--- src/gpio_pkg.sv ---
package gpio_pkg;

  // --------------------
  // widths
  // --------------------
  localparam int gpio_width      = 16; // pins per bank
  localparam int gpio_addr_width = 6;  // in-bank register address
  localparam int apb_addr_width  = 7;  // in-bank address plus bank select
  localparam int bank_sel_bit    = 6;  // paddr bit that picks the bank

  typedef logic [gpio_width-1:0]      gpio_data_t; // pin, data and register words
  typedef logic [gpio_addr_width-1:0] gpio_addr_t; // register offset inside a bank
  typedef logic [apb_addr_width-1:0]  apb_addr_t;  // full APB address

  // --------------------
  // register map
  // --------------------
  localparam gpio_addr_t gpr_direction_mode = 6'h04; // 1 = input, 0 = output
  localparam gpio_addr_t gpr_output_enable  = 6'h08; // output driver on
  localparam gpio_addr_t gpr_output_value   = 6'h0C; // value sent to the pad
  localparam gpio_addr_t gpr_input_value    = 6'h10; // sampled pins, read only
  localparam gpio_addr_t gpr_int_status     = 6'h20; // rising-edge status, clear on read

  // reset values
  localparam gpio_data_t gprv_direction_mode = '0; // all pins outputs
  localparam gpio_data_t gprv_output_enable  = '0; // drivers off
  localparam gpio_data_t gprv_output_value   = '0;
  localparam gpio_data_t gprv_input_value    = '0;
  localparam gpio_data_t gprv_int_status     = '0; // nothing pending

  // --------------------
  // bundles
  // --------------------

  // bridge to bank, one per bank
  typedef struct packed {
    logic       read;  // setup-phase strobe
    logic       write; // access-phase strobe
    gpio_addr_t addr;
    gpio_data_t wdata;
  } gpio_req_t;

  // pad side of one bank
  typedef struct packed {
    gpio_data_t pin_out;  // value to the pad
    gpio_data_t pin_oe_n; // driver enable, active low
  } gpio_pad_t;

endpackage

--- src/gpio_apb_bridge.sv ---
`timescale 1ns/100ps

// APB phases to bank strobes
// no wait states, every transfer is setup plus access
module gpio_apb_bridge
(
  input  logic                 pclk24,
  input  logic                 n_reset24,
  input  logic                 psel,
  input  logic                 penable,
  input  logic                 pwrite,
  input  gpio_pkg::apb_addr_t  paddr,   // bit 6 picks the bank
  input  gpio_pkg::gpio_data_t pwdata,
  input  gpio_pkg::gpio_data_t rdata_0, // bank 0 read data
  input  gpio_pkg::gpio_data_t rdata_1, // bank 1 read data
  output gpio_pkg::gpio_req_t  req_0,
  output gpio_pkg::gpio_req_t  req_1,
  output gpio_pkg::gpio_data_t prdata
);

  logic                 setup_phase;
  logic                 rd_strobe;   // setup phase read
  logic                 wr_strobe;   // access phase write
  logic                 bank_sel;    // 1 = bank 1
  logic                 rd_bank;     // bank captured at setup
  gpio_pkg::gpio_addr_t bank_addr;   // offset shared by both banks

  // --------------------
  // strobes
  // --------------------
  assign setup_phase = psel & ~penable;
  assign rd_strobe   = setup_phase & ~pwrite;      // bank samples its mux here
  assign wr_strobe   = psel & penable & pwrite;    // register loads at end of access
  assign bank_sel    = paddr[gpio_pkg::bank_sel_bit];
  assign bank_addr   = paddr[gpio_pkg::gpio_addr_width-1:0];

  // only the addressed bank sees a strobe
  always_comb
  begin
    req_0.read  = rd_strobe & ~bank_sel;
    req_0.write = wr_strobe & ~bank_sel;
    req_0.addr  = bank_addr;
    req_0.wdata = pwdata;

    req_1.read  = rd_strobe & bank_sel;
    req_1.write = wr_strobe & bank_sel;
    req_1.addr  = bank_addr;
    req_1.wdata = pwdata;
  end

  // --------------------
  // read return
  // --------------------
  // remember which bank was addressed in setup
  always_ff @(posedge pclk24 or negedge n_reset24)
  begin
    if (!n_reset24)
      rd_bank <= 1'b0;
    else if (setup_phase)
      rd_bank <= bank_sel;
  end

  // banks hold zero when not read, so prdata is 0 outside a read
  assign prdata = rd_bank ? rdata_1 : rdata_0;

endmodule

--- src/gpio_input_sync.sv ---
`timescale 1ns/100ps

// pin synchronizer and sampled input register
// a pin change shows in input_value three clocks later
module gpio_input_sync
(
  input  logic                 pclk24,
  input  logic                 n_reset24,
  input  gpio_pkg::gpio_data_t pin_in,      // raw pads, async to pclk24
  output gpio_pkg::gpio_data_t input_value, // sampled input register
  output gpio_pkg::gpio_data_t int_event    // rising edge, one cycle early
);

  gpio_pkg::gpio_data_t s_synch_two; // first stage, next to the pad
  gpio_pkg::gpio_data_t s_synch;     // second stage

  // --------------------
  // sync chain
  // --------------------
  always_ff @(posedge pclk24 or negedge n_reset24)
  begin
    if (!n_reset24)
    begin
      s_synch_two <= '0;
      s_synch     <= '0;
      input_value <= gpio_pkg::gprv_input_value;
    end
    else
    begin
      s_synch_two <= pin_in;      // may go metastable
      s_synch     <= s_synch_two; // settled here
      input_value <= s_synch;     // what software reads
    end
  end

  // stage two already high while the register still holds 0
  // so the status bit lands on the same edge input_value rises
  assign int_event = s_synch & ~input_value;

endmodule

--- src/gpio_lite.sv ---
`timescale 1ns/100ps

// two-bank, 32-pin GPIO with an APB slave port
module gpio_lite
(
  input  logic                 pclk24,
  input  logic                 n_reset24,
  // APB
  input  logic                 psel,
  input  logic                 penable,
  input  logic                 pwrite,
  input  gpio_pkg::apb_addr_t  paddr,
  input  gpio_pkg::gpio_data_t pwdata,
  output gpio_pkg::gpio_data_t prdata,
  // pads
  input  gpio_pkg::gpio_data_t pin_in_0,
  input  gpio_pkg::gpio_data_t pin_in_1,
  input  gpio_pkg::gpio_data_t tri_state_enable_0, // test mode Z
  input  gpio_pkg::gpio_data_t tri_state_enable_1,
  output gpio_pkg::gpio_pad_t  pad_0,
  output gpio_pkg::gpio_pad_t  pad_1,
  output gpio_pkg::gpio_data_t interrupt_0,
  output gpio_pkg::gpio_data_t interrupt_1
);

  gpio_pkg::gpio_req_t  req_0;   // bridge to bank 0
  gpio_pkg::gpio_req_t  req_1;   // bridge to bank 1
  gpio_pkg::gpio_data_t rdata_0;
  gpio_pkg::gpio_data_t rdata_1;

  // --------------------
  // bus side
  // --------------------
  gpio_apb_bridge u_bridge
  (
    .pclk24    (pclk24),
    .n_reset24 (n_reset24),
    .psel      (psel),
    .penable   (penable),
    .pwrite    (pwrite),
    .paddr     (paddr),
    .pwdata    (pwdata),
    .rdata_0   (rdata_0),
    .rdata_1   (rdata_1),
    .req_0     (req_0),
    .req_1     (req_1),
    .prdata    (prdata)
  );

  // --------------------
  // banks
  // --------------------
  gpio_subunit u_bank_0
  (
    .pclk24           (pclk24),
    .n_reset24        (n_reset24),
    .req              (req_0),
    .pin_in           (pin_in_0),
    .tri_state_enable (tri_state_enable_0),
    .rdata            (rdata_0),
    .pad              (pad_0),
    .interrupt        (interrupt_0)
  );

  gpio_subunit u_bank_1 // paddr[6] = 1
  (
    .pclk24           (pclk24),
    .n_reset24        (n_reset24),
    .req              (req_1),
    .pin_in           (pin_in_1),
    .tri_state_enable (tri_state_enable_1),
    .rdata            (rdata_1),
    .pad              (pad_1),
    .interrupt        (interrupt_1)
  );

endmodule

--- src/gpio_subunit.sv ---
`timescale 1ns/100ps

// one 16-pin GPIO bank
// control registers, rising-edge interrupt status and pad drive
module gpio_subunit
(
  input  logic                 pclk24,
  input  logic                 n_reset24,
  input  gpio_pkg::gpio_req_t  req,              // strobes, addr, wdata from the bridge
  input  gpio_pkg::gpio_data_t pin_in,           // pads in
  input  gpio_pkg::gpio_data_t tri_state_enable, // test input, forces pads to Z
  output gpio_pkg::gpio_data_t rdata,            // registered read data
  output gpio_pkg::gpio_pad_t  pad,              // pad drive
  output gpio_pkg::gpio_data_t interrupt         // one line per pin
);

  // software visible registers
  gpio_pkg::gpio_data_t direction_mode; // 1 = input
  gpio_pkg::gpio_data_t output_enable;
  gpio_pkg::gpio_data_t output_value;
  gpio_pkg::gpio_data_t input_value;    // from the sync block
  gpio_pkg::gpio_data_t int_status;

  gpio_pkg::gpio_data_t int_event;         // rising edge seen
  gpio_pkg::gpio_data_t interrupt_trigger; // events on input pins only
  gpio_pkg::gpio_data_t status_clear;      // whole vector on a status read

  logic ad_direction_mode;
  logic ad_output_enable;
  logic ad_output_value;
  logic ad_int_status;

  // --------------------
  // input path
  // --------------------
  gpio_input_sync u_input_sync
  (
    .pclk24      (pclk24),
    .n_reset24   (n_reset24),
    .pin_in      (pin_in),
    .input_value (input_value),
    .int_event   (int_event)
  );

  // --------------------
  // address decode
  // --------------------
  assign ad_direction_mode = (req.addr == gpio_pkg::gpr_direction_mode);
  assign ad_output_enable  = (req.addr == gpio_pkg::gpr_output_enable);
  assign ad_output_value   = (req.addr == gpio_pkg::gpr_output_value);
  assign ad_int_status     = (req.addr == gpio_pkg::gpr_int_status);

  // write side
  always_ff @(posedge pclk24 or negedge n_reset24)
  begin
    if (!n_reset24)
    begin
      direction_mode <= gpio_pkg::gprv_direction_mode;
      output_enable  <= gpio_pkg::gprv_output_enable;
      output_value   <= gpio_pkg::gprv_output_value;
    end
    else if (req.write)
    begin
      if (ad_direction_mode)
        direction_mode <= req.wdata;
      if (ad_output_enable)
        output_enable <= req.wdata;
      if (ad_output_value)
        output_value <= req.wdata;
      // input_value and int_status ignore writes
    end
  end

  // --------------------
  // interrupt status
  // --------------------
  assign interrupt_trigger = direction_mode & int_event; // output pins never flag
  assign status_clear      = {gpio_pkg::gpio_width{req.read & ad_int_status}};

  always_ff @(posedge pclk24 or negedge n_reset24)
  begin
    if (!n_reset24)
      int_status <= gpio_pkg::gprv_int_status;
    else
      int_status <= (int_status & ~status_clear) | interrupt_trigger; // new event beats clear
  end

  assign interrupt = int_status;

  // --------------------
  // read mux
  // --------------------
  // sampled on the setup-phase strobe, held for the access phase
  always_ff @(posedge pclk24 or negedge n_reset24)
  begin
    if (!n_reset24)
      rdata <= '0;
    else if (req.read)
    begin
      case (req.addr)
        gpio_pkg::gpr_direction_mode:
          rdata <= direction_mode;
        gpio_pkg::gpr_output_enable:
          rdata <= output_enable;
        gpio_pkg::gpr_output_value:
          rdata <= output_value;
        gpio_pkg::gpr_int_status:
          rdata <= int_status;    // value before the clear
        default:
          rdata <= input_value;   // gpr_input_value and unmapped
      endcase
    end
    else
      rdata <= '0;                // zero outside a read, bridge relies on it
  end

  // pad drive
  assign pad.pin_out  = output_value;
  assign pad.pin_oe_n = ~(output_enable & ~direction_mode) | tri_state_enable;

endmodule

--- config.mk ---
export PLATFORM = sky130hd
export DESIGN_NAME = gpio_lite
export DESIGN_NICKNAME = d
export VERILOG_FILES = /design/src/gpio_pkg.sv /design/src/gpio_apb_bridge.sv /design/src/gpio_input_sync.sv /design/src/gpio_lite.sv /design/src/gpio_subunit.sv
export SDC_FILE = /design/constraint.sdc
export NUM_CORES = 1
export LEC_CHECK = 0
export BUFFER_PORTS_ARGS = -buffer_cell sky130_fd_sc_hd__buf_2
export CORE_ASPECT_RATIO = 1.25
export CORE_MARGIN = 3
export CORE_UTILIZATION = 24
export DETAILED_ROUTE_END_ITERATION = 8
export PLACE_DENSITY_LB_ADDON = 0.2
export SLEW_MARGIN = 5
export SYNTH_ARGS = -nofsm -noshare
export SYNTH_HDL_FRONTEND = slang
export SYNTH_SLANG_ARGS = --single-unit
--- constraint.sdc ---
create_clock -name pclk24 -period 1.5 [get_ports pclk24]
set_input_delay 0.075 -clock pclk24 [delete_from_list [all_inputs] [get_ports pclk24]]
set_output_delay 0.075 -clock pclk24 [all_outputs]
set_load 0.1 [all_outputs]
### Yosys cells after proc, flatten, opt, wreduce, memory -nomap -nowiden

Cells that the tools add are included.

| word-level totals | value |
|---|---|
| bits in registers | 257 |
| output and inout port bits | 112 |

| operators by class | value |
|---|---|
| equality and inequality tests | 4 |
| mux-type cells | 5 |
| bitwise logic cells | 33 |
| reductions and logical operators | 6 |

Operators with widths:

| operator | number |
|---|---|
| bitwise AND 16 bit | 8 |
| inverter 16 bit | 8 |
| one-hot mux 16 bit (4 select lines) | 2 |
| bitwise OR 16 bit | 4 |
| two-way mux 16 bit | 3 |
| equality test 6 x 4 -> 1 bit, second input constant | 2 |
| AND reduction 2 bit | 6 |
| bitwise AND 1 bit | 10 |
| equality test 6 x 3 -> 1 bit, second input constant | 1 |
| equality test 6 bit, second input constant | 1 |
| inverter 1 bit | 3 |

### Depth between registers and ports, before layout

Gate-level depths: netlist of the first run.

| logic depth | value |
|---|---|
| depth after elaboration | 8 |
| gate-level depth with buffers | 7 |
| depth with buffers taken out | 4 |

### By module

Synthesis of the first run repeated with hierarchy kept, for this count alone.

| second synthesis, totals | value |
|---|---|
| cells, all modules | 769 |
| area, all modules | 10841.6 um2 |

By module, submodules not included:

| module | instances | cells an instance | area an instance (um2) | sequential area each (um2) |
|---|---|---|---|---|
| gpio_subunit | 2 | 285 | 3674.8 | 2001.9 |
| gpio_input_sync | 2 | 64 | 1421.4 | 1201.2 |
| gpio_apb_bridge | 1 | 71 | 649.4 | 25.0 |

### Worst setup path before layout of the first run

OpenSTA, ideal clock, no wires.

| timing | value |
|---|---|
| path type | input -> register |
| start point | input port paddr[4] |
| end point | register u_bank_0.output_enable[10] |
| library setup time | 125 ps |
| arrival time | 1572 ps |
| slack | -197 ps |
| stages on the path | 5 |
| path buffers | 2 |
| path through | or3_1 buf_4 nor4b_4 buf_6 mux2_2 |

| between the ends | value |
|---|---|
| word-level cells in the longest chain between the ends | 2 |

RTL lines:

| item | line | text |
|---|---|---|
| start, declared | gpio_lite.sv:12 | `input gpio_pkg::apb_addr_t paddr,` |
| equality test 6 x 4 -> 1 bit | gpio_subunit.sv:49 | `assign ad_output_enable = (req.addr == gpio_pkg::gpr_output_enable);` |
| AND reduction 2 bit (no line) | n/a |  |
| end signal, assigned | gpio_subunit.sv:59 | `output_enable <= gpio_pkg::gprv_output_enable;` |
| end signal, assigned | gpio_subunit.sv:67 | `output_enable <= req.wdata;` |
| end, declared | gpio_subunit.sv:19 | `gpio_pkg::gpio_data_t output_enable;` |

Every way passes these cells.
A chain may end at the register's enable or synchronous reset.

### Final worst setup path of the first run

| timing | value |
|---|---|
| start point | register u_bridge.rd_bank |
| end point | output port prdata[12] |

| between the ends | value |
|---|---|
| word-level cells in the longest chain between the ends | 1 |

RTL lines:

| item | line | text |
|---|---|---|
| start, declared | gpio_apb_bridge.sv:25 | `logic rd_bank;` |
| start signal, assigned | gpio_apb_bridge.sv:60 | `rd_bank <= bank_sel;` |
| two-way mux 16 bit | gpio_apb_bridge.sv:64 | `assign prdata = rd_bank ? rdata_1 : rdata_0;` |
| end, declared | gpio_lite.sv:14 | `output gpio_pkg::gpio_data_t prdata,` |

Every way passes these cells.

==> flow_metrics.tcl, run 1 <==
set metrics [dict create \
    syn_to_final_growth_pct 50.94 \
    violations "setup timing" \
    routed_via_density 4.410 \
    die_area_um2 44280 \
    slowest_delay_ps 380 \
    power_frac_clock_pct 42.4 \
    grt_max_degree 58 \
    p_comb_share_pct 12.5 \
    syn-mean-instance-area_um2 14.08 \
    path_delay_family "flip-flops" \
    hold_path_class "input port to flop" \
    crit_slowest_cell "dfrtp_1" \
    end_kind "primary output" \
    drv_cap 0 \
    fin_cells 1640 \
    path_max_fanout 16 \
    synth_top_area_share_pct 64.15 \
    cts_buffers 29 \
    cts_max_path_buffers 3 \
    grt_pass1_wl_um 50350 \
    rsz0062_at_grt "true" \
    die_w_um 188.8 \
    yosysTopAreaCell "dfrtp_1" \
    clkTransAtPathRegs_ps 60 \
    cts_root_buf "clkbuf_16" \
    synth-seq-cells 257 \
    grt_pass1_vias 7860 \
    die_h_um 234.5 \
    gp_congestion 0.7399 \
    nets 1163 \
    slew-limit-headroom_pct 65.13 \
    worstPathArrival_ps 1670 \
    min_period_over_period_pct 116.6 \
    drtIter0Drc 284 \
    synth.area.top_cells "dfrtp_1 64%, mux2_2 12%, mux2i_1 3.2%" \
    start_util_pct 24.38 \
    synth_cells 712 \
    grt_antenna_before_repair 0 \
    yosysWarningCount 0 \
    ios 204 \
    tns_ps -6436 \
    internal_power_uw 12070 \
    num_vias 7233 \
    tritoncts "done" \
    core_area_um2 41120 \
    slew_viol_final 0 \
    fillCellCount 4053 \
    crit_type "flop to primary output" \
    synth_cell_types 34 \
    ant_nets 0 \
    swShare_pct 26.18 \
    post_route_cells_drive_above_1_share_pct 47.43 \
    ir_drop_mv 0.7874 \
    status "finished with violations" \
    grt_use_total_pct 15.24 \
    reg2reg_slack_ps 170 \
    syn_area_um2 10030 \
    p_leak_uw 0.007215 \
    worst_slew_pin_slew_ps 526.7 \
    clkSinkCount 257 \
    p_per_area_nw_per_um2 1080 \
    switchingPower_uw 4279 \
    cp-start-kind "flop" \
    synth_flop_cell "dfrtp_1" \
    seq_area_frac_synth_pct 64.15 \
    dp_slack_ps -315.9 \
    timing.critical_path.mode_cell "buf_12" \
    drtPass1Iterations 4 \
    syn-num-nets 804 \
    cp_cell_sequence "buf_12, mux2_2, buf_12" \
    fmax_ghz 0.5718 \
    dp.cells 1490 \
    cp_num_buf_inv 2 \
    power_frac_seq_pct 45.1 \
    drcViolationCount 0 \
    antenna_cells 0 \
    cts_max_level 1 \
    gr-total-overflow 0 \
    hpwl_um 23040 \
    worst_slack_ps -248.9 \
    routedWlPerCell_um 20.83 \
    io_buffers 203 \
    routed_wl_um 34160 \
    min_period_ps 1749 \
    skew_ps 10.39 \
    hold_violations 0 \
    clock_latency_ps 550 \
    synthArstFlopShare_pct 100.0 \
    placement_rows 83 \
    synth_edf_count 0 \
    crit_required_ps 1420 \
    finalSetupViolations 48 \
]
-- area by class of cell --
type	count	area (µm²)	share of cell area, %
Clock buffer	37	815.8	5.391
Tap cell	552	690.7	4.564
Multi-Input combinational cell	419	3597	23.77
Sequential cell	257	6431	42.50
Timing Repair Buffer	364	3486	23.03
Clock inverter	11	112.6	0.7441
-- path summary, 6_finish.rpt --
check | start | end | cells past startpoint
min in group asynchronous | n_reset24 | u_bank_0.rdata[14] | 3
max reg2reg | u_bank_0.direction_mode[12] | u_bank_0.rdata[12] | 6
min | pin_in_1[7] | u_bank_1.u_input_sync.s_synch_two[7] | 2
max in group asynchronous | n_reset24 | u_bank_1.output_value[9] | 5
max | u_bridge.rd_bank | prdata[12] | 3
min reg2reg | u_bank_0.u_input_sync.s_synch_two[10] | u_bank_0.u_input_sync.s_synch[10] | 0
-- stage by stage --
stage,hold slack [ps],total power [µW],util [%],cell area (µm²)
floorplan,-220.6,8486,-,10120
detailed placement,-23.84,9313,30.67,12610
global route,145.7,17040,36.80,15130
CTS,128.4,16640,36.51,15010
finish,167.8,16340,36.80,15130
global placement,-19.93,9300,30.67,12610
-- layer usage --
layer | part of all wire [%] | GRT usage [%] | vias up
met3 | 5.8 | 2.964 | 47
met4 | 2.5 | 4.657 | 0
li1 | - | - | 3310
met5 | 0 | 0 | -
met1 | 43 | 19.65 | 3645
met2 | 49 | 26.04 | 231
-- power by group through the flow --
stage	Combinational [µW]	Sequential [µW]	Clock, µW
6_report	2050	7370	6930
5_1_grt	2180	7390	7470
4_1_cts	2070	7370	7210
3_5_place_dp	1810	7500	0
3_3_place_gp	1800	7500	0
2_1_floorplan	581	7900	0
-- cells in the mapped netlist, types with 2 or more instances --
library cell and instances:
a21oi_1 2, a22o_1 32, a22oi_1 15, a32oi_1 17
buf_2 12, buf_6 5, clkbuf_1 17, dfrtp_1 257
mux2_2 103, mux2_4 10, mux2i_1 32, nand2_1 65
nand2b_1 6, nand4_1 2, nor2_1 2, nor2b_1 20
nor3_2 3, nor3b_1 2, nor4b_4 2, o21ai_0 49
o22ai_1 15, or3b_2 32
-- what timing repair did --
item                       in CTS  in global routing
buffers inserted               41                  6
resized for setup             179                 19
hold endpoints to repair      386                  0
gates cloned                    0                  1
pin swaps                      29                  3
setup endpoints to repair      62                120
hold buffers                   54                  0
-- layout by cell type (no fill, tap or decap), drive strengths merged, types with 2 or more instances in the layout --
master       count
clkinv           9
o21ai           49
a21oi            2
o22ai           15
nor4b            2
nand2b           6
a22o            32
nand2           66
buf            293
a32oi           17
a22oi           15
mux2           113
nand4            2
dlygate4sd3     52
mux2i           32
nor3             4
nor2b           20
or3b            32
nor2             3
dfrtp          257
bufinv           2
clkbuf          55
nor3b            2
-- logic make-up (layout without fill, tap and decap cells) --
family | after synthesis | in the layout | synth area share [%]
compound gates | 130 | 130 | 8.886
xor+xnor | 2 | 2 | 0.1747
buf+inv | 36 | 412 | 1.909
flops | 257 | 257 | 64.15
mux | 145 | 145 | 16.26
simple gates | 142 | 142 | 8.624
Note: power is estimated with default switching activity, not from simulation.
==> run 2, diff against run 1 <==
CORE_UTILIZATION = 55   (was 24)
TNS_END_PERCENT = 30   (was default)
==> flow_metrics.tcl, run 2 (synthesized netlist as in run 1, its figures left out) <==
set metrics [dict create \
    status "finished with violations" \
    violations "setup timing" \
    nets 1120 \
    hold_path_class "input port to flop" \
    path_max_fanout 7 \
    cp-start-kind "flop" \
    rsz0062_at_grt "true" \
    hold_violations 0 \
    io_buffers 203 \
    hpwl_um 18550 \
    num_vias 7392 \
    worstPathArrival_ps 1680 \
    syn_to_final_growth_pct 38.57 \
    grt_use_total_pct 28.94 \
    final_util_pct 78.48 \
    crit_type "flop to primary output" \
    cts_buffers 25 \
    finalSetupViolations 48 \
    slew-limit-headroom_pct 64.73 \
    multiInputGateArea_um2 3560 \
    cts_root_buf "clkbuf_16" \
    die_w_um 126.8 \
    grt_pass1_vias 8114 \
    min_period_over_period_pct 116.9 \
    drtIter0Drc 512 \
    post_route_cells_drive_above_1_share_pct 44.84 \
    cts_max_path_buffers 3 \
    grt_max_degree 62 \
    grt_pass1_wl_um 44670 \
    ios 204 \
    drtPass1Iterations 5 \
    gp_congestion 0.9002 \
    grt_antenna_before_repair 0 \
    ir_drop_mv 0.9197 \
    fillCellCount 1060 \
    core_area_um2 17700 \
    fmax_ghz 0.5703 \
    min_period_ps 1753 \
    seq_area_um2 6432 \
    routed_wl_um 28300 \
    routedWlPerCell_um 22.29 \
    skew_ps 14.58 \
    clock_latency_ps 520 \
    die_area_um2 19900 \
    tritoncts "done" \
    clkSinkCount 257 \
    worst_slack_ps -253.3 \
    p_per_area_nw_per_um2 1100 \
    end_kind "primary output" \
    routed_via_density 5.820 \
    crit_required_ps 1420 \
    final_common_cell "dfrtp_1" \
    die_h_um 157.0 \
    drcViolationCount 0 \
    p_leak_uw 0.006756 \
    cts_max_level 1 \
    drv_cap 0 \
    fin_area_um2 13890 \
    clkTransAtPathRegs_ps 60 \
    gr-total-overflow 0 \
    placement_rows 54 \
    antenna_cells 0 \
    worst_slew_pin_slew_ps 529.0 \
    slew_viol_final 0 \
    place_area_um2 11990 \
    ant_nets 0 \
    final_cell_mix "256 x dfrtp_1, 153 x buf_2, 72 x mux2_2" \
    start_util_pct 56.64 \
]
-- run 2: changes by cell type in the layout (fill, tap and decap cells not counted), moves of 3 or more --
| cell | previous run | this run |
|---|---|---|
| buf_12 | 72 | 44 |
| clkbuf_4 | 17 | 0 |
| mux2_2 | 82 | 72 |
| or3b_2 | 0 | 18 |
| clkbuf_1 | 2 | 5 |
| mux2_4 | 31 | 41 |
| buf_6 | 0 | 18 |
| clkbuf_16 | 30 | 26 |
| or3b_4 | 32 | 14 |
| buf_4 | 97 | 57 |
| buf_2 | 123 | 153 |
-- run 2: path summary, 6_finish.rpt --
path | startpoint | to | slack (ps) | cells past startpoint
setup / recovery | u_bridge.rd_bank | prdata[6] | -250 | 3
hold / removal | paddr[6] | u_bridge.rd_bank | 60 | 3
setup reg to reg | u_bank_1.direction_mode[15] | u_bank_1.rdata[15] | 170 | 6
hold reg to reg | u_bank_0.u_input_sync.s_synch_two[2] | u_bank_0.u_input_sync.s_synch[2] | 350 | 0
max in group asynchronous | n_reset24 | u_bank_0.u_input_sync.input_value[13] | 720 | 3
min in group asynchronous | n_reset24 | u_bank_1.interrupt[3] | 100 | 2
-- run 2: critical path, stage by stage (launching register included) --
cell and delay, ps:
dfrtp_2 470, clkbuf_16 190, mux2_4 330, buf_12 170
-- run 2: stage by stage --
stage          hold slack [ps]  power, µW  cells  setup TNS, ps  worst slack [ps]
2_1_floorplan           -220.6       8482    712          -6539            -150.7
3_3_place_gp             54.84       9145   1153         -19050            -264.2
3_5_place_dp             65.98       9188   1153         -19800            -283.3
4_1_cts                  25.09      15320   1269          -8333            -242.3
5_1_grt                  49.94      15820   1270          -9860            -284.1
6_report                 61.53      15280   1270          -8108            -253.3
-- run 2: per-layer routing --
metal | wire (µm) | share of wire, % | track usage [%]
met1 | 10900 | 39 | 36.92
met2 | 14690 | 52 | 50.38
met3 | 1752 | 6.2 | 3.971
met4 | 959 | 3.4 | 11.60
met5 | 0 | 0 | 0
-- run 2: cell type report --
class / count / share of cell area, %
clock buffer: 38 / 5.430
sequential: 257 / 46.30
clock inverter: 7 / 0.2792
timing repair buffer: 325 / 20.35
multi-input combinational: 419 / 25.62
tap: 224 / 2.017
-- run 2: report_power, final --
part | leakage [µW] | total (µW) | switching, µW | internal, µW
sequential | 0.00319 | 7380 | 189 | 7200
combinational | 0.00316 | 1910 | 1260 | 652
clock | 0.000399 | 5980 | 2520 | 3460
total | 0.00676 | 15300 | 3970 | 11300
-- run 2: what timing repair did --
action | 4_1_cts | 5_1_grt
setup endpoints to repair | 49 | 48
endpoints found under the hold margin | 368 | 0
hold buffers | 51 | 0
pin swaps | 14 | 0
gates cloned | 0 | 1
resized for setup | 108 | 16
setup buffers | 20 | 0
==> run 3, diff against run 2 <==
RECOVER_POWER = 25   (was default)
==> flow_metrics.tcl, run 3 (synthesized netlist as in run 1, its figures left out) <==
set metrics [dict create \
    worst_slew_pin_slew_ps 970.3 \
    slew_viol_final 0 \
    status "finished with violations" \
    min_period_ps 1752 \
    cts_max_path_buffers 3 \
    crit_type "flop to primary output" \
    final_common_cell "dfrtp_1" \
    grt_pass1_vias 8114 \
    drcViolationCount 0 \
    die_w_um 126.8 \
    ant_nets 0 \
    grt_max_degree 62 \
    nets 1120 \
    ios 204 \
    p_per_area_nw_per_um2 1100 \
    clkSinkCount 257 \
    finalSetupViolations 48 \
    die_area_um2 19900 \
    hold_violations 0 \
    cp_cell_sequence "clkbuf_16, mux2_4, buf_12" \
    clkTransAtPathRegs_ps 60 \
    start_util_pct 56.64 \
    num_vias 7398 \
    routedWlPerCell_um 22.29 \
    slew-limit-headroom_pct 35.31 \
    routed_wl_um 28300 \
    gp_congestion 0.9002 \
    clock_latency_ps 520 \
    hold_path_class "input port to flop" \
    drv_cap 0 \
    gr-total-overflow 0 \
    end_kind "primary output" \
    die_h_um 157.0 \
    tns_ps -8007 \
    grt_pass1_wl_um 44670 \
    skew_ps 14.57 \
    min_period_over_period_pct 116.8 \
    drtIter0Drc 514 \
    antenna_cells 0 \
    worstPathArrival_ps 1680 \
    hp-start "paddr[6]" \
    crit_slowest_cell "dfrtp_2" \
    power.total_uw 15280 \
    path_max_fanout 7 \
    hpwl_um 18550 \
    rsz0062_at_grt "true" \
    fmax_ghz 0.5708 \
    r2r-start "u_bank_1.direction_mode[15]" \
    cp-start-kind "flop" \
    post_route_cells_drive_above_1_share_pct 44.55 \
    p_leak_uw 0.006745 \
    slowest_delay_ps 460 \
    cts_root_buf "clkbuf_16" \
    ir_drop_mv 0.9194 \
    crit_required_ps 1420 \
    place_area_um2 11990 \
    path_delay_family "flip-flops" \
    fillCellCount 1063 \
    worst_slack_ps -251.9 \
    violations "setup timing" \
    fin_area_um2 13880 \
    final_cell_mix "256 x dfrtp_1, 150 x buf_2, 72 x mux2_2" \
    routed_via_density 5.825 \
    cp_num_buf_inv 2 \
    drtPass1Iterations 4 \
    grt_use_total_pct 28.94 \
    hold-worst-slack_ps 59.33 \
    placement_rows 54 \
    core_area_um2 17700 \
    dp_slack_ps -283.3 \
    cts_max_level 1 \
    tritoncts "done" \
    syn_to_final_growth_pct 38.46 \
    io_buffers 203 \
    critPathLaunch "u_bridge.rd_bank" \
    grt_antenna_before_repair 0 \
    cts_buffers 25 \
]
-- run 3: changes by cell type in the layout (fill, tap and decap cells not counted) --
| cell | change |
|---|---|
| buf_1 | +1 |
| clkbuf_4 | +1 |
| buf_8 | -1 |
| buf_2 | -3 |
| clkbuf_1 | +2 |
-- run 3: final cells by class --
type | count | area, µm² | share of cell area, %
multi-input cells | 419 | 3560 | 25.64
well taps | 224 | 280.3 | 2.019
flip-flops and latches | 257 | 6432 | 46.34
clock buffers | 38 | 754.5 | 5.435
repair buffers | 325 | 2816 | 20.29
clock inverters | 7 | 38.79 | 0.2794
-- run 3: worst paths after layout --
check | cells after the start | to | slack [ps]
min in group asynchronous | 2 | u_bank_1.interrupt[3] | 280
worst min-delay path | 3 | u_bridge.rd_bank | 60
worst min register to register | 0 | u_bank_0.u_input_sync.s_synch[2] | 350
worst max register to register | 6 | u_bank_1.rdata[15] | 170
worst max-delay path | 3 | prdata[6] | -250
max in group asynchronous | 3 | u_bank_0.interrupt[5] | 390
-- run 3: routing by layer --
layer	part of all wire (%)	vias up	GRT usage [%]	wire [µm]
li1	-	3222	-	-
met1	38	3758	36.92	10820
met2	52	350	50.38	14780
met3	6.1	68	3.971	1718
met4	3.5	0	11.60	992
met5	0	-	0	0
-- run 3: power by group --
group,switching (µW),internal [µW]
clock,2520,3460
combinational,1260,650
sequential,189,7200
total,3970,11300
-- run 3: worst register-to-register path, delay by kind of cell (launching register included) --
family / cells / cell delay [ps]
buffers and inverters: 2 / 270
flip-flops: 1 / 400
AO/OA/AOI/OAI: 3 / 450
AND/OR/NAND/NOR: 1 / 120
-- run 3: timing repair --
action / CTS / global route
hold buffers: 51 / 0
buffers inserted: 20 / 0
pin swaps: 14 / 0
hold endpoints to repair: 368 / 0
resized for setup: 108 / 16
endpoints found under the setup margin: 49 / 48
gates cloned: 0 / 1
-- run 3: stage by stage --
step	util, %	std cells
after floorplan	-	712
after global placement	67.75	1153
after detailed placement	67.75	1153
after CTS	78.02	1269
after global routing	78.42	1270
final	78.42	1270
